[src/common/simt_pkg.sv]
// shared widths, ALU op codes and the execution-unit count, imported by every back-end module
`default_nettype none

package simt_pkg;

    // units merged by the commit arbiter, ALU first and multiplier second
    localparam int NUM_EX_UNITS = 2;

    // one lane's data word
    typedef logic [31:0] word_t;

    // architectural register index, 8 registers per warp
    typedef logic [2:0] reg_idx_t;

    // ALU operation code
    typedef logic [1:0] alu_op_t;

    localparam alu_op_t ALU_ADD = 2'd0;
    localparam alu_op_t ALU_SUB = 2'd1;
    localparam alu_op_t ALU_AND = 2'd2;
    localparam alu_op_t ALU_XOR = 2'd3;

    // retired thread-instruction counter
    typedef logic [31:0] instret_t;

endpackage

`default_nettype wire

[src/commit/commit_stage.sv]
// commit stage forwarding writeback, pulsing committed on eop and counting retired threads
`timescale 1ns/1ps
`default_nettype none

module commit_stage import simt_pkg::*; #(
    parameter int NUM_THREADS = 4,
    parameter int NUM_WARPS = 4,
    localparam int WID_W = $clog2(NUM_WARPS)
) (
    input  wire                           clk,
    input  wire                           reset,
    input  wire                           cm_valid,
    input  wire [WID_W-1:0]               cm_wid,
    input  wire [NUM_THREADS-1:0]         cm_tmask,
    input  wire reg_idx_t                 cm_rd,
    input  wire                           cm_wb,
    input  wire                           cm_eop,
    input  wire word_t [NUM_THREADS-1:0]  cm_data,
    output logic                          cm_ready,
    output logic                          wb_valid,
    output logic [WID_W-1:0]              wb_wid,
    output reg_idx_t                      wb_rd,
    output logic [NUM_THREADS-1:0]        wb_tmask,
    output word_t [NUM_THREADS-1:0]       wb_data,
    output logic                          committed,
    output logic [WID_W-1:0]              committed_wid,
    output instret_t                      instret
);

    localparam int COUNT_W = $clog2(NUM_THREADS + 1);

    logic               cm_fire;
    logic [COUNT_W-1:0] pop_count;
    logic               fire_r;
    logic               fire_rr;
    logic [COUNT_W-1:0] size_r;
    logic [COUNT_W-1:0] size_rr;

    // commit never stalls
    assign cm_ready = 1'b1;
    assign cm_fire  = cm_valid & cm_ready;

    // writeback goes out in the record's own cycle
    assign wb_valid = cm_valid & cm_wb;
    assign wb_wid   = cm_wid;
    assign wb_rd    = cm_rd;
    assign wb_tmask = cm_tmask;
    assign wb_data  = cm_data;

    // active lanes of the record
    always_comb begin
        pop_count = '0;
        for (int i = 0; i < NUM_THREADS; i++) begin
            pop_count = pop_count + COUNT_W'(cm_tmask[i]);
        end
    end

    always_ff @(posedge clk) begin
        if (reset) begin
            fire_r  <= 1'b0;
            fire_rr <= 1'b0;
        end else begin
            fire_r  <= cm_fire;
            fire_rr <= fire_r;
        end
    end

    always_ff @(posedge clk) begin
        size_r  <= pop_count;
        size_rr <= size_r;
    end

    // instret lands 3 edges after acceptance
    always_ff @(posedge clk) begin
        if (reset) begin
            instret <= '0;
        end else if (fire_rr) begin
            instret <= instret + instret_t'(size_rr);
        end
    end

    always_ff @(posedge clk) begin
        if (reset) begin
            committed <= 1'b0;
        end else begin
            committed <= cm_fire & cm_eop;
        end
    end

    always_ff @(posedge clk) begin
        committed_wid <= cm_wid;
    end

endmodule

`default_nettype wire

[config.mk]
export PLATFORM = sky130hd
export DESIGN_NAME = commit_stage
export DESIGN_NICKNAME = d
export VERILOG_FILES = /design/src/common/simt_pkg.sv /design/src/commit/commit_stage.sv
export SDC_FILE = /design/constraint.sdc
export NUM_CORES = 1
export LEC_CHECK = 0
export BUFFER_PORTS_ARGS = -buffer_cell sky130_fd_sc_hd__buf_2
export CORE_AREA = 2 2 123 125
export CTS_CLUSTER_SIZE = 24
export DETAILED_ROUTE_END_ITERATION = 8
export DIE_AREA = 0 0 125 127
export PLACE_DENSITY_LB_ADDON = 0.3
export SYNTH_ARGS = -nofsm -noshare
export SYNTH_HDL_FRONTEND = slang
export SYNTH_SLANG_ARGS = --single-unit
export TNS_END_PERCENT = 5
[constraint.sdc]
create_clock -name clk -period 6.15 [get_ports clk]
set_clock_uncertainty 0.1 [all_clocks]
set_input_delay 0.615 -clock clk [delete_from_list [all_inputs] [get_ports clk]]
set_output_delay 0.615 -clock clk [all_outputs]
set_load 0.005 [all_outputs]
==> metrics.yaml <==
status: "finished clean"
die_w_um: 125
via_count: 1885
cp.required_ps: 6220
worst_slew_pin_slew_ps: 950
finalSetupViolCount: 0
max_freq_mhz: 410
fin_setup_tns_ps: 0
crit_path_max_fanout: 4
reg2reg_from: "instret[0]"
p_leak_nw: 1.03
ios: 316
grt_pass1_wl_um: 10000
start_util: 0.212
cts_buffers: 5
synth_cell_types: 36
vdd_drop_max_uv: 115
finalCriticalPeriod_ps: 2440
synthTopCellsByArea: "buf_4 (34%), dfxtp_1 (28%), mux2_1 (3.3%)"
cts_tree: "done"
final_util: 0.180
routed_wl_um: 6490
diodes: 0
dieArea_um2: 15900
grt_util_all_layers: 0.0777
cts_setup_buffers: 0
final_common_cell: "buf_2"
final_max_slew_viol_count: 0
multiInputGateArea_um2: 1050
rsz0062_at_grt: "no"
stdcell_count: 452
dpl.hpwl_um: 4910
layout-drive-gt1-share: 0.261
synth-seq-cells: 43
overflow: 0
hp-start: "size_r[0]"
period_share: 0.397
p_per_area_nw_per_um2: 229
syn2layout_area_growth_pct: -15.1
grt_antenna_before_repair: 0
row_count: 44
hold_violations: 0
yosys.area.top_type: "buf_4"
port_buffers: 52
grt_max_degree: 46
clock_latency_ps: 290
crit_path_start_kind: "register"
die_h_um: 127
coreArea_um2: 14400
synth_top_area_frac: 0.341
drtIter0Drc: 63
timing.critical_path.from: "instret[0]"
grt_pass1_vias: 1829
htreeDepth: 2
dp_cells: 444
layout_common_cells: "buf_2 (52), dfxtp_1 (43), nor2_1 (22), a21oi_1 (13)"
ys_seq_area_frac: 0.281
synth.avg_cell_area_um2: 8.54
cap_viol_max_count: 0
max_slew_margin: 0.367
wl_per_cell_um: 14.3
drt_pass1_iterations: 4
arrival_ps: 2510
syn-num-nets: 508
syn-cell-area_um2: 3060
fin_nets: 416
clk_pin_slew_ps: 70
yosysWarnings: 0
drc_errors: 0
vias_per_cell: 4.17
cts.sinks: 43
hold_class: "register to register"
register_area_um2: 861
postSynthCellCount: 359
fin_total_pwr_w: 0.000597
gp_congestion: 0.713
fillers: 1643
postCtsHoldBufs: 0
post_cts_resized: 0
end_kind: "register"
cts_buffer_depth: 2
ant_nets: 0
setup.worst_path.class: "register to register"
clockRootBuffer: "clkbuf_16"
## registers in the layout (all words and copies together) (netlist names)
| register | flops |
|---|---|
| committed | 1 |
| committed_wid | 2 |
| fire_r | 1 |
| fire_rr | 1 |
| instret | 32 |
| size_r | 3 |
| size_rr | 3 |
## cells in the mapped netlist
master and number:
buf_4 139, dfxtp_1 43, nor2_1 22, a21oi_1 13
inv_1 12, nand2_1 12, nor2b_1 12, or4_1 10
mux2_1 9, o31ai_1 9, nand3_1 7, xnor2_1 7
clkbuf_1 6, nor3_1 6, nor4_1 6, ha_1 5
and4_1 4, nor4_2 4, and2_1 3, or3_1 3
a211oi_1 2, buf_1 2, buf_2 2, buf_6 2
fa_1 2, mux2_2 2, mux2i_1 2, nand4_1 2
nand4_2 2, o21ai_0 2, or2_2 2, a21o_1 1
and3_1 1, conb_1 1, o211ai_1 1, xor2_1 1
## final timing paths
check / slack [ps] / depth (start not counted) / endpoint
setup / recovery: 3710 / 6 / instret[28]
hold / removal: 230 / 0 / size_rr[0]
setup reg to reg: 3710 / 6 / instret[28]
hold reg to reg: 230 / 0 / size_rr[0]
## worst max-delay path: stages (launching register included)
cell and delay, ps:
dfxtp_1 350, ha_1 210, fa_1 230, a21oi_1 120, or4_1 610, nor4_1 340, mux2_1 350
## through the flow
| step | hold slack (ps) | instance area [µm²] | worst slack (ps) |
|---|---|---|---|
| after floorplan | 210 | 3060 | 3880 |
| after global placement | 212 | 2450 | 3770 |
| after detailed placement | 213 | 2450 | 3710 |
| after CTS | 230 | 2600 | 3680 |
| after global routing | 239 | 2600 | 3530 |
| final | 230 | 2600 | 3710 |
## area by class of cell
type | instances | share of cell area
Multi-Input combinational cell | 153 | 0.405
Sequential cell | 43 | 0.331
Timing Repair Buffer | 52 | 0.100
Tap cell | 184 | 0.0885
Inverter | 12 | 0.0173
Clock inverter | 3 | 0.0101
Clock buffer | 5 | 0.0481
## routing by layer
| metal | vias up | global-route usage | wire length, µm |
|---|---|---|---|
| li1 | 869 | - | - |
| met1 | 850 | 0.0857 | 2490 |
| met2 | 123 | 0.124 | 2990 |
| met3 | 43 | 0.0352 | 688 |
| met4 | 0 | 0.0444 | 320 |
| met5 | - | 0 | 0 |
## logic make-up after synthesis
family | share of synthesized area
muxes | 0.0470
other | 0.00122
buffers and inverters | 0.376
AOI/OAI and AO/OA | 0.0563
adders and majority gates | 0.0335
and+or+nand+nor | 0.183
xor gates and xnor gates | 0.0229
DFF | 0.281
## power by group
group	total [W]	switching (W)	leakage (nW)	internal, W
sequential	0.000292	0.00000419	0.350	0.000287
combinational	0.0000300	0.0000167	0.604	0.0000133
clock	0.000275	0.000121	0.0748	0.000154
(Power assumes the default switching activity.)
