$ cat src/common/simt_pkg.sv
// shared widths, ALU op codes and the execution-unit count, imported by every back-end module
`default_nettype none

package simt_pkg;

    // units merged by the commit arbiter, ALU first and multiplier second
    localparam int NUM_EX_UNITS = 2;

    // one lane's data word
    typedef logic [31:0] word_t;

    // architectural register index, 8 registers per warp
    typedef logic [2:0] reg_idx_t;

    // ALU operation code
    typedef logic [1:0] alu_op_t;

    localparam alu_op_t ALU_ADD = 2'd0;
    localparam alu_op_t ALU_SUB = 2'd1;
    localparam alu_op_t ALU_AND = 2'd2;
    localparam alu_op_t ALU_XOR = 2'd3;

    // retired thread-instruction counter
    typedef logic [31:0] instret_t;

endpackage

`default_nettype wire

$ cat src/hw/mul_unit.sv
// two-stage lane-parallel 32-bit multiplier producing commit records with the low product word
`timescale 1ns/1ps
`default_nettype none

module mul_unit import simt_pkg::*; #(
    parameter int NUM_THREADS = 4,
    parameter int NUM_WARPS = 4,
    localparam int WID_W = $clog2(NUM_WARPS)
) (
    input  wire                           clk,
    input  wire                           reset,
    input  wire                           in_valid,
    output logic                          in_ready,
    input  wire [WID_W-1:0]               in_wid,
    input  wire [NUM_THREADS-1:0]         in_tmask,
    input  wire reg_idx_t                 in_rd,
    input  wire                           in_wb,
    input  wire                           in_eop,
    input  wire word_t [NUM_THREADS-1:0]  in_a,
    input  wire word_t [NUM_THREADS-1:0]  in_b,
    output logic                          cm_valid,
    input  wire                           cm_ready,
    output logic [WID_W-1:0]              cm_wid,
    output logic [NUM_THREADS-1:0]        cm_tmask,
    output reg_idx_t                      cm_rd,
    output logic                          cm_wb,
    output logic                          cm_eop,
    output word_t [NUM_THREADS-1:0]       cm_data
);

    logic                    s1_valid;
    logic [WID_W-1:0]        s1_wid;
    logic [NUM_THREADS-1:0]  s1_tmask;
    reg_idx_t                s1_rd;
    logic                    s1_wb;
    logic                    s1_eop;
    word_t [NUM_THREADS-1:0] s1_a;
    word_t [NUM_THREADS-1:0] s1_b;
    logic                    advance;

    // whole pipe moves together, frozen while the output is stalled
    assign advance  = ~cm_valid | cm_ready;
    assign in_ready = advance;

    always_ff @(posedge clk) begin
        if (reset) begin
            s1_valid <= 1'b0;
            cm_valid <= 1'b0;
        end else if (advance) begin
            s1_valid <= in_valid;
            cm_valid <= s1_valid;
        end
    end

    // operand capture
    always_ff @(posedge clk) begin
        if (advance && in_valid) begin
            s1_wid   <= in_wid;
            s1_tmask <= in_tmask;
            s1_rd    <= in_rd;
            s1_wb    <= in_wb;
            s1_eop   <= in_eop;
            s1_a     <= in_a;
            s1_b     <= in_b;
        end
    end

    // product stage, only the low word is kept
    always_ff @(posedge clk) begin
        if (advance && s1_valid) begin
            cm_wid   <= s1_wid;
            cm_tmask <= s1_tmask;
            cm_rd    <= s1_rd;
            cm_wb    <= s1_wb;
            cm_eop   <= s1_eop;
            for (int i = 0; i < NUM_THREADS; i++) begin
                cm_data[i] <= word_t'(s1_a[i] * s1_b[i]);
            end
        end
    end

endmodule

`default_nettype wire

$ cat config.mk
export PLATFORM = sky130hd
export DESIGN_NAME = mul_unit
export DESIGN_NICKNAME = d
export VERILOG_FILES = /design/src/common/simt_pkg.sv /design/src/hw/mul_unit.sv
export SDC_FILE = /design/constraint.sdc
export NUM_CORES = 2
export LEC_CHECK = 0
export ABC_AREA = 1
export BUFFER_PORTS_ARGS = -buffer_cell sky130_fd_sc_hd__buf_2
export CAP_MARGIN = 40
export CORE_UTILIZATION = 60
export CTS_CLUSTER_DIAMETER = 80
export DETAILED_ROUTE_END_ITERATION = 10
export PLACE_DENSITY = 0.74
export SLEW_MARGIN = 20
export SYNTH_ARGS = -nofsm -noshare
export SYNTH_HDL_FRONTEND = slang
export SYNTH_SLANG_ARGS = --single-unit
$ cat constraint.sdc
create_clock -name clk -period 9.6 [get_ports clk]
set_input_delay 0 -clock clk [delete_from_list [all_inputs] [get_ports clk]]
set_output_delay 0 -clock clk [all_outputs]
set_load 0.01 [all_outputs]
==> flow_summary.toml <==
[setup_path]
cp.required_ns = 10.01
worstPathArrival_ns = 7.86
critical_path_class = "flop to flop"
cpPeakStageDelay_ns = 0.79
cp-end-kind = "flop"
worstPathMaxFanout = 14
rrSetupSlack_ns = 2.15
cp_slowest_cell = "edfxtp_1"
start_kind = "flop"
path_common_cell = "fa_1"

[clock_tree]
postCtsHoldBufs = 275
clk_latency_ns = 0.68
htreeDepth = 2
tritoncts = "built"
clockRootBuffer = "clkbuf_16"
cts_buffers = 51
post_cts_buffers = 0
clk_pin_slew_ns = 0.06
clk_path_buf_depth = 3
ctsResizeCount = 0
clkSinkCount = 408

[floorplanning]
die_y_microns = 364
die_area_sq_um = 133000
dieWidth_microns = 364
initial_core_util = 0.606
rows = 132
io-pin-count = 412
coreArea_sq_um = 130000

[sta]
worst_pin_slew_ns = 0.918
rsz0062_at_grt = "no"
finalHoldViolCount = 0
period_minus_slack_ns = 7.45
setup_viol = 0
fmax_ghz = 0.134
final_max_slew_viol_count = 0
fin_setup_tns_ns = 0
fin_skew_ns = 0.0234
final.period_utilization = 0.776
max_slew_margin = 0.388

[route]
drt-total-wl_microns = 220000
drt-vias-per-instance = 5.25
first_pass_iters = 6
detail_route.wl_per_cell_microns = 18.9
num_vias = 61176
route.detailed.drc = 0
ant_nets = 0
drt_iter0_drc = 5212

[grt]
grt_pass1_wl_microns = 353000
antenna_found_initial = 12
grt_pass1_vias = 66093
grt.overflow.total = 0
grt.total_usage = 0.346
grt_max_degree = 96

[synth]
synth.cell_area_sq_um = 78800
synth.net_count = 11788
syn_avg_cell_area_sq_um = 8.39
synth_edf_count = 406
ys_seq_area_frac = 0.155
syn_inst = 9393
synth-main-ff-cell = "edfxtp_1"
synthArstFlopShare = 0
ys_types = 48
ys_ff_latch = 408
ys_warn_count = 0

[layout]
final_nets = 12255
syn_to_final_growth_pct = 11.0
layout-drive-gt1-share = 0.0657

[hold_path]
hp-class = "input pin to flop"

[placed_design]
gp_congestion = 0.978
dpl.hpwl_microns = 173000
io_buffer_count = 411

[flow_run]
maxCapViolCount = 0

[outcome]
outcome = "finished, final reports clean"
[worst max-delay path, delay by kind of cell (launching register included)]
| kind | cells | cell delay, ns |
|---|---|---|
| AOI/OAI and AO/OA | 1 | 0.08 |
| xor gates and xnor gates | 1 | 0.13 |
| adders and majority gates | 9 | 4.13 |
| buffers and inverters | 7 | 0.81 |
| DFF | 1 | 0.79 |
| and+or+nand+nor | 8 | 1.28 |
[path summary, 6_finish.rpt]
check	startpoint	endpoint	depth (start not counted)
setup / recovery	s1_a[71]	cm_data[91]	26
hold / removal	in_b[100]	s1_b[100]	2
setup reg to reg	s1_a[71]	cm_data[91]	26
hold reg to reg	s1_wid[1]	cm_wid[1]	0
[cell usage in the layout (no fill, tap or decap), types with 49 or more instances in the layout]
cell and instances:
dlygate4sd3_1 275, ha_1 492, buf_4 82, xnor2_1 63, fa_1 1632, nand3_1 161
buf_2 411, a21oi_1 108, inv_1 2967, nor2_1 82, clkbuf_16 53, edfxtp_1 406
o21ai_0 49, nand2_1 2737, xor2_1 115
[state kept, by name, indices dropped and copies added (netlist names)]
signal and count:
s1_a 128, cm_wb 1, cm_tmask 4, s1_wid 2, s1_b 128, cm_rd 3, s1_eop 1, s1_tmask 4
s1_valid 1, s1_rd 3, cm_valid 1, cm_eop 1, s1_wb 1, cm_wid 2, cm_data 128
[area by class of cell]
class / count / area [sq um]
diodes: 2 / 5.00
clock buffers: 63 / 1340
clock inverters: 29 / 365
fillers: 10378 / 42500
inverters: 2968 / 11100
multi-input cells: 5604 / 53800
flip-flops and latches: 408 / 12200
well taps: 1742 / 2180
repair buffers: 827 / 6400
[per-stage QoR]
step	setup WS [ns]	utilization	hold WS (ns)	instances	area (sq um)
after detailed placement	2.30	0.636	0.172	11256	82700
after global placement	2.05	0.631	0.170	11215	82000
after global routing	1.99	0.673	0.0262	11642	87500
after CTS	2.25	0.671	0.000752	11623	87200
final	2.15	0.673	0.0326	11643	87500
after floorplan	2.72	-	0.0691	9393	78800
[cells by family (layout without fill, tap and decap cells)]
family          Yosys count  in the layout  synth area share
buf+inv                3381           3887             0.163
simple gates           3056           3056             0.151
other cells               0              2                 0
xor+xnor                181            181            0.0204
compound gates          243            243            0.0185
fa+ha+maj              2124           2124             0.493
flops                   408            408             0.155
[metal layers]
layer | vias to the layer above | global-route usage | routed length (microns) | share of wire
met3 | 622 | 0.0692 | 22100 | 0.10
met4 | 12 | 0.147 | 10100 | 0.046
li1 | 27285 | - | - | -
met1 | 30161 | 0.450 | 84000 | 0.38
met5 | - | 0 | 79 | 0.00036
met2 | 3096 | 0.565 | 104000 | 0.47
[cells in the mapped netlist (9+ instances only)]
library cell,number,area [sq um]
nor2_1,83,312
buf_2,63,315
nand2_1,2737,10300
a21o_1,26,195
fa_1,1632,32700
nand4_1,21,131
xnor2_1,63,552
a31oi_1,10,62.6
inv_1,2968,11100
edfxtp_1,406,12200
a21oi_1,108,541
nand3_1,161,806
buf_1,46,173
nand3b_1,26,195
clkbuf_1,288,1080
buf_4,9,67.6
o21ai_0,49,245
ha_1,492,6160
xor2_1,115,1010
nor3_1,14,70.1
Power is not shown: default switching activity piles up to over one toggle a cycle in this logic, so the estimate is an artifact.
