## src/common/simt_pkg.sv

```systemverilog
// shared widths, ALU op codes and the execution-unit count, imported by every back-end module
`default_nettype none

package simt_pkg;

    // units merged by the commit arbiter, ALU first and multiplier second
    localparam int NUM_EX_UNITS = 2;

    // one lane's data word
    typedef logic [31:0] word_t;

    // architectural register index, 8 registers per warp
    typedef logic [2:0] reg_idx_t;

    // ALU operation code
    typedef logic [1:0] alu_op_t;

    localparam alu_op_t ALU_ADD = 2'd0;
    localparam alu_op_t ALU_SUB = 2'd1;
    localparam alu_op_t ALU_AND = 2'd2;
    localparam alu_op_t ALU_XOR = 2'd3;

    // retired thread-instruction counter
    typedef logic [31:0] instret_t;

endpackage

`default_nettype wire

```

## src/commit/commit_arb.sv

```systemverilog
// round-robin arbiter with a registered output, merging the execution-unit record streams
`timescale 1ns/1ps
`default_nettype none

module commit_arb import simt_pkg::*; #(
    parameter int NUM_THREADS = 4,
    parameter int NUM_WARPS = 4,
    localparam int WID_W = $clog2(NUM_WARPS)
) (
    input  wire                                             clk,
    input  wire                                             reset,
    input  wire [NUM_EX_UNITS-1:0]                          in_valid,
    output logic [NUM_EX_UNITS-1:0]                         in_ready,
    input  wire [NUM_EX_UNITS-1:0][WID_W-1:0]               in_wid,
    input  wire [NUM_EX_UNITS-1:0][NUM_THREADS-1:0]         in_tmask,
    input  wire reg_idx_t [NUM_EX_UNITS-1:0]                in_rd,
    input  wire [NUM_EX_UNITS-1:0]                          in_wb,
    input  wire [NUM_EX_UNITS-1:0]                          in_eop,
    input  wire word_t [NUM_EX_UNITS-1:0][NUM_THREADS-1:0]  in_data,
    output logic                                            out_valid,
    input  wire                                             out_ready,
    output logic [WID_W-1:0]                                out_wid,
    output logic [NUM_THREADS-1:0]                          out_tmask,
    output reg_idx_t                                        out_rd,
    output logic                                            out_wb,
    output logic                                            out_eop,
    output word_t [NUM_THREADS-1:0]                         out_data
);

    localparam int IDX_W = (NUM_EX_UNITS > 1) ? $clog2(NUM_EX_UNITS) : 1;

    logic [IDX_W-1:0] prio;
    logic [IDX_W-1:0] grant_idx;
    logic             grant_any;
    logic             out_load;
    logic             in_fire;

    assign out_load = ~out_valid | out_ready;

    // scan from the lowest priority up so the last hit is the winner
    always_comb begin
        grant_any = 1'b0;
        grant_idx = prio;
        for (int i = NUM_EX_UNITS - 1; i >= 0; i--) begin
            if (in_valid[(int'(prio) + i) % NUM_EX_UNITS]) begin
                grant_any = 1'b1;
                grant_idx = IDX_W'((int'(prio) + i) % NUM_EX_UNITS);
            end
        end
    end

    always_comb begin
        for (int k = 0; k < NUM_EX_UNITS; k++) begin
            in_ready[k] = out_load && grant_any && (grant_idx == IDX_W'(k));
        end
    end

    assign in_fire = |(in_valid & in_ready);

    always_ff @(posedge clk) begin
        if (reset) begin
            out_valid <= 1'b0;
            prio      <= '0;
        end else begin
            if (out_load) begin
                out_valid <= grant_any;
            end
            // winner drops to lowest priority
            if (in_fire) begin
                prio <= (grant_idx == IDX_W'(NUM_EX_UNITS - 1)) ? '0 : grant_idx + IDX_W'(1);
            end
        end
    end

    always_ff @(posedge clk) begin
        if (in_fire) begin
            out_wid   <= in_wid[grant_idx];
            out_tmask <= in_tmask[grant_idx];
            out_rd    <= in_rd[grant_idx];
            out_wb    <= in_wb[grant_idx];
            out_eop   <= in_eop[grant_idx];
            out_data  <= in_data[grant_idx];
        end
    end

    a_ready_onehot: assert property (@(posedge clk) disable iff (reset) $onehot0(in_ready))
        else $error("commit_arb: more than one input granted");

    a_valid_known: assert property (@(posedge clk) disable iff (reset) !$isunknown(out_valid))
        else $error("commit_arb: out_valid unknown after reset");

endmodule

`default_nettype wire

```

## config.mk

```make
export PLATFORM = sky130hd
export DESIGN_NAME = commit_arb
export DESIGN_NICKNAME = d
export VERILOG_FILES = /design/src/common/simt_pkg.sv /design/src/commit/commit_arb.sv
export SDC_FILE = /design/constraint.sdc
export NUM_CORES = 1
export LEC_CHECK = 0
export BUFFER_PORTS_ARGS = -buffer_cell sky130_fd_sc_hd__buf_2
export CORE_AREA = 5 5 160 162
export DETAILED_ROUTE_END_ITERATION = 16
export DIE_AREA = 0 0 165 167
export PLACE_DENSITY = 0.61
export SKIP_CTS_REPAIR_TIMING = 1
export SLEW_MARGIN = 20
export SYNTH_ARGS = -nofsm -noshare
export SYNTH_HDL_FRONTEND = slang
export SYNTH_SLANG_ARGS = --single-unit
```

## constraint.sdc

```tcl
create_clock -name clk -period 5.8 [get_ports clk]
set_clock_uncertainty 0.1 [all_clocks]
set_input_delay 0.58 -clock clk [delete_from_list [all_inputs] [get_ports clk]]
set_output_delay 0.58 -clock clk [all_outputs]
set_load 0.005 [all_outputs]
```

==> impl_metrics.ini, run 1 <==
[clock_network]
cts_buffer_depth = 2
clock_sinks = 141
cts_tree = yes
root_buffer = clkbuf_16
clkTransAtPathRegs_ns = 0.07
clock_latency_ns = 0.41
cts_buffers = 17
h-tree-depth = 4

[timing]
finalHoldViolCount = 0
period_share_pct = 44.5
tns_ns = 0
fin_crit_ns = 2.58
maxSlewHeadroom_pct = 33.4
drv_slew = 0
setup_ws_ns = 3.22
max_freq_mhz = 387
rsz0062_at_grt = false
worst-slew-pin-transition_ns = 1.00
setup_viol = 0

[power]
p_per_area_mw_per_mm2 = 296
power.leakage_nw = 3.98
irDropWorstVdd_uv = 169

[yosys]
syn_area_mm2 = 0.00604
syn_avg_cell_area_um2 = 19.6
yosysWarnings = 0
synth_top_area_cell = edfxtp_1
seq_area_frac_synth_pct = 69.7
netlist-cell-type-count = 17
synth_seq_cells = 141
netlist_instances = 308
synthesis.nets = 591
yosysTopAreaCellShare_pct = 69.1
synthTopCellsByArea = edfxtp_1 (69%), mux2_1 (19%), mux2_2 (5.4%)

[global_route]
grtUsageTotal_pct = 12.3
antenna_found_initial = 0
grt_pass1_vias = 4554
grt_pass1_wl_mm = 25.4
grt_max_degree = 77
overflow = 0

[placement]
dp_hpwl_mm = 14.3
dp_slack_ns = 2.89
numPortBuffers = 424
gp_congestion = 0.780
placed_cell_area_mm2 = 0.00847

[outcome]
status = finished clean

[die]
start_util_pct = 25.2
die_height_um = 167
rows = 57
die_w_um = 165
io_pins = 425
core_mm2 = 0.0240
die_area_mm2 = 0.0276

[finish]
postLayoutCellArea_mm2 = 0.00899
antenna_cells = 0
nFillCells = 2363
syn_to_final_growth_pct = 48.7
fin_util_pct = 37.5
final_nets = 1021
drive_gt1_share_pct = 66.4

[run]
max-cap-violations = 0

[routing]
wl_mm = 18.1
dr.pass1.iters = 4
wl_met3_mm = 1.95
dr_wl_met2_mm = 9.26
vias_per_cell = 4.05
drc = 0
wl_met1_mm = 6.65
drt_iter0_drc = 218
routed.top_layer = met4
ant_nets = 0
post_drt_wl_per_cell_um = 16.8
vias = 4347

[min_path]
hold_path.class = input port to register

[setup_path]
crit_type = register to register
worstPathMaxFanout = 70
start_kind = register
arrival_ns = 2.64
endpoint_kind = register
cp_data_required_time_ns = 5.86
## final timing paths
path              depth (start not counted)  slack, ns   endpoint  start
hold reg to reg                           2       0.43       prio   prio
setup reg to reg                          4       3.22     out_wb   prio
setup / recovery                          4       3.22     out_wb   prio
hold / removal                            2       0.26  out_valid  reset
## power by group
group	leakage [nW]	switching, mW	internal, mW	total (mW)
clock	0.243	0.435	0.543	0.979
combinational	2.33	0.185	0.217	0.402
sequential	1.40	0.0243	1.25	1.28
total	3.98	0.644	2.01	2.66
## through the flow
step	std cells	total power, mW	hold slack [ns]
floorplan	308	1.49	0.381
global placement	1043	1.71	0.417
detailed placement	1043	1.71	0.418
CTS	1074	2.71	0.225
global route	1074	2.79	0.233
finish	1074	2.66	0.260
## kinds of logic after synthesis
logic type | count (synthesis) | synth area share [%]
AOI/OAI and AO/OA | 6 | 0.601
buffers and inverters | 17 | 2.65
and+or+nand+nor | 4 | 0.290
muxes | 139 | 26.5
adders and majority gates | 1 | 0.186
DFF | 141 | 69.7
## critical path, stage by stage, from the launching register on
cell,delay (ns)
dfxtp_1,0.32
inv_1,0.10
maj3_4,0.82
buf_12,0.42
mux2_2,0.39
## cell usage in the layout, fill, tap and decap left out, types with 2 or more instances in the layout
cell type   instances
dfxtp_1             2
clkinv_2            3
clkbuf_16          17
mux2_2             29
clkinv_1            2
a21oi_1             4
inv_6               4
nand2_1             2
mux2_1            100
buf_12              2
clkinvlp_4          5
mux2_4             10
buf_2             424
edfxtp_1          139
## metal layers
metal	up-vias	track usage [%]
met5	-	0
met3	15	5.29
met4	0	3.80
met1	2010	13.1
met2	253	21.7
li1	2069	-
## state kept, by name, summed over array words and instances (netlist names)
register	count
out_data	128
out_eop	1
out_rd	3
out_tmask	4
out_valid	1
out_wb	1
out_wid	2
prio	1
## synth_stat cells (all sizes together)
cell,instances
a21oi,4
a31o,1
buf,15
dfxtp,2
edfxtp,139
inv,2
maj3,1
mux2,139
nand2,2
nand2b,1
nor2,1
o21a,1
## final cells by class
type	instances	area [um^2]	area share, %
Sequential cell	141	4210	46.9
Timing Repair Buffer	426	2160	24.1
Clock buffer	17	425	4.73
Tap cell	324	405	4.51
Multi-Input combinational cell	150	1680	18.7
Inverter	2	7.51	0.0835
Clock inverter	14	95.1	1.06
Power figures use the tool's default switching activity.
==> run 2, diff against run 1 <==
Settings changed: CORE_AREA 5 5 160 162 to 5 5 164 166, DIE_AREA 0 0 165 167 to 0 0 169 171.
Clock period 5.8 ns to 2.1 ns, I/O delays scaled along.
==> impl_metrics.ini, run 2 <==
[yosys]
syn_area_mm2 = 0.00604
ys.flop_type = edfxtp_1
synthesis.nets = 591
async_reset_ff_share_pct = 0
synth_top_area_cell = edfxtp_1
netlist-cell-type-count = 17
yosysWarnings = 0
synth_top_cells_by_count = edfxtp_1 (139), mux2_1 (100), mux2_2 (29), buf_6 (12), mux2_4 (10)
synth_seq_cells = 141
yosysMostFrequentCell = edfxtp_1
synthTopCellsByArea = edfxtp_1 (69%), mux2_1 (19%), mux2_2 (5.4%)
synth_edf_count = 139
netlist_instances = 308
seq_area_frac_synth_pct = 69.7
syn_avg_cell_area_um2 = 19.6
yosysTopAreaCellShare_pct = 69.1

[placement]
gp_congestion = 0.743
numPortBuffers = 424
placed_cell_area_mm2 = 0.00853
dp_hpwl_mm = 14.4

[clock_network]
root_buffer = clkbuf_16
cts_buffers = 17
clock_sinks = 141
cts_buffer_depth = 2
h-tree-depth = 4

[die]
rows = 59
die_height_um = 171
start_util_pct = 23.7
io_pins = 425
die_w_um = 169

[outcome]
tool.error = [ERROR RSZ-0060] Max buffer count reached.
status = aborted with a tool error
haltStage = global routing

[global_route]
grt_max_degree = 80
run 2: cell families after synthesis:
kind of cell               after synthesis  synth area share (%)
adders and majority gates                1                 0.186
AOI/OAI and AO/OA                        6                 0.601
DFF                                    141                  69.7
and+or+nand+nor                          4                 0.290
buffers and inverters                   17                  2.65
muxes                                  139                  26.5
run 2: through the flow:
step | instances | setup WS (ns)
2_1_floorplan | 308 | 0.0571
3_3_place_gp | 1057 | 0.331
3_5_place_dp | 1057 | 0.282
4_1_cts | 1089 | 0.271
==> run 3, diff against run 2 <==
Settings changed: CORE_AREA 5 5 164 166 to 5 5 162 164, DIE_AREA 0 0 169 171 to 0 0 167 169, PLACE_DENSITY 0.61 to default, PLACE_DENSITY_LB_ADDON from default to 0.15.
Clock period 2.1 ns to 2.7 ns, I/O delays scaled along.
==> impl_metrics.ini, run 3 (synthesis gave the netlist of run 1 again) <==
[global_route]
grt_max_degree = 71
grtUsageTotal_pct = 12.7
antenna_found_initial = 1
grt_pass1_vias = 4896
grt_pass1_wl_mm = 27.7
overflow = 0

[timing]
period_share_pct = 77.0
rsz0062_at_grt = false
tns_ns = 0
worst-slew-pin-transition_ns = 0.466
drv_slew = 0
finalHoldViolCount = 0
max_freq_mhz = 481
setup_viol = 0
maxSlewHeadroom_pct = 68.9
fin_crit_ns = 2.08

[clock_network]
root_buffer = clkbuf_16
cts_tree = yes
cts_buffers = 17
h-tree-depth = 4
cts_buffer_depth = 2
clkTransAtPathRegs_ns = 0.07
clock_latency_ns = 0.41
clock_sinks = 141

[setup_path]
r2r_cells = 4
worstPathMaxFanout = 53
cp_data_required_time_ns = 2.75
start_kind = register
crit_buf_inv = 2
r2r-end = out_data[41]
rr_startpoint = prio
cpMaxStageDelayCell = maj3_4
path_delay_family = adder cells
crit_type = register to register
rrSetupSlack_ns = 0.62
arrival_ns = 2.13
crit_path_max_incr_delay_ns = 0.51
crit_path_cell_trace = inv_1 -> maj3_4 -> buf_12 -> mux2_1
endpoint_kind = register

[power]
power.total_mw = 6.22
irDropWorstVdd_uv = 331
power.leakage_nw = 4.08
p_per_area_mw_per_mm2 = 677

[min_path]
min_from = in_data[187]
hold_path.class = input port to register
min_to = out_data[59]
hold_depth = 2

[die]
die_area_mm2 = 0.0282
io_pins = 425
die_height_um = 169
die_w_um = 167
rows = 58
core_mm2 = 0.0247
start_util_pct = 24.4

[outcome]
status = finished clean

[routing]
vias = 4412
vias_per_cell = 4.06
ant_nets = 0
drc = 0
dr.pass1.iters = 4
wl_mm = 18.8
post_drt_wl_per_cell_um = 17.3
drt_iter0_drc = 178

[finish]
reg_top3 = out_data (128), out_tmask (4), out_rd (3)
final_nets = 1027
largest_reg_flops = 128
fin_cells = 1087
drive_gt1_share_pct = 66.4
antenna_cells = 0
syn_to_final_growth_pct = 52.1
top_register = out_data
final_common_cell = buf_2
nFillCells = 2453
layout_common_cells = buf_2 (424), edfxtp_1 (139), mux2_1 (100), mux2_2 (29), clkbuf_16 (17)

[placement]
gp_congestion = 0.858
dp_hpwl_mm = 14.9
place_inst = 1054
numPortBuffers = 424

[run]
max-cap-violations = 0
==> run 3: worst max path at each step <==
| stage | cells after the start | endpoint | from | slack [ns] |
|---|---|---|---|---|
| after detailed placement | 5 | out_data[97] | in_valid[1] | 0.59 |
| final | 4 | out_data[41] | prio | 0.62 |
| after floorplan | 2 | out_data[0] | out_valid | 0.66 |
| after global placement | 5 | out_data[96] | in_valid[1] | 0.63 |
| after CTS | 4 | out_data[18] | prio | 0.61 |
| after global routing | 4 | out_data[20] | prio | 0.52 |
==> run 3: stage by stage <==
step | setup WS (ns) | cell area, um^2 | util, % | hold WS [ns]
after global routing | 0.524 | 9190 | 37.1 | 0.0136
after CTS | 0.607 | 9180 | 37.1 | -0.0811
after detailed placement | 0.593 | 8540 | 34.5 | 0.361
after floorplan | 0.657 | 6050 | - | 0.239
after global placement | 0.635 | 8540 | 34.5 | 0.352
final | 0.622 | 9190 | 37.1 | 0.0360
==> run 3: metal layers <==
metal,track usage [%],vias up,wire length (um)
li1,-,2086,-
met1,12.8,2083,6430
met2,24.0,229,10300
met3,5.86,12,1930
met4,3.06,2,160
met5,0,-,7
==> run 3: power by group <==
part	leakage (nW)	internal (mW)	total [mW]	switching (mW)
logic	2.37	0.480	0.870	0.390
registers	1.40	2.69	2.75	0.0584
clock network	0.314	1.66	2.60	0.944
total	4.08	4.83	6.22	1.39
==> run 3: final cells by class <==
| cell class | instances | area [um^2] | area share (%) |
|---|---|---|---|
| sequential | 141 | 4210 | 45.8 |
| clock buffer | 20 | 437 | 4.75 |
| multi-input combinational | 150 | 1680 | 18.3 |
| timing repair buffer | 432 | 2230 | 24.3 |
| inverter | 2 | 7.51 | 0.0817 |
| clock inverter | 12 | 208 | 2.26 |
| tap | 330 | 413 | 4.49 |
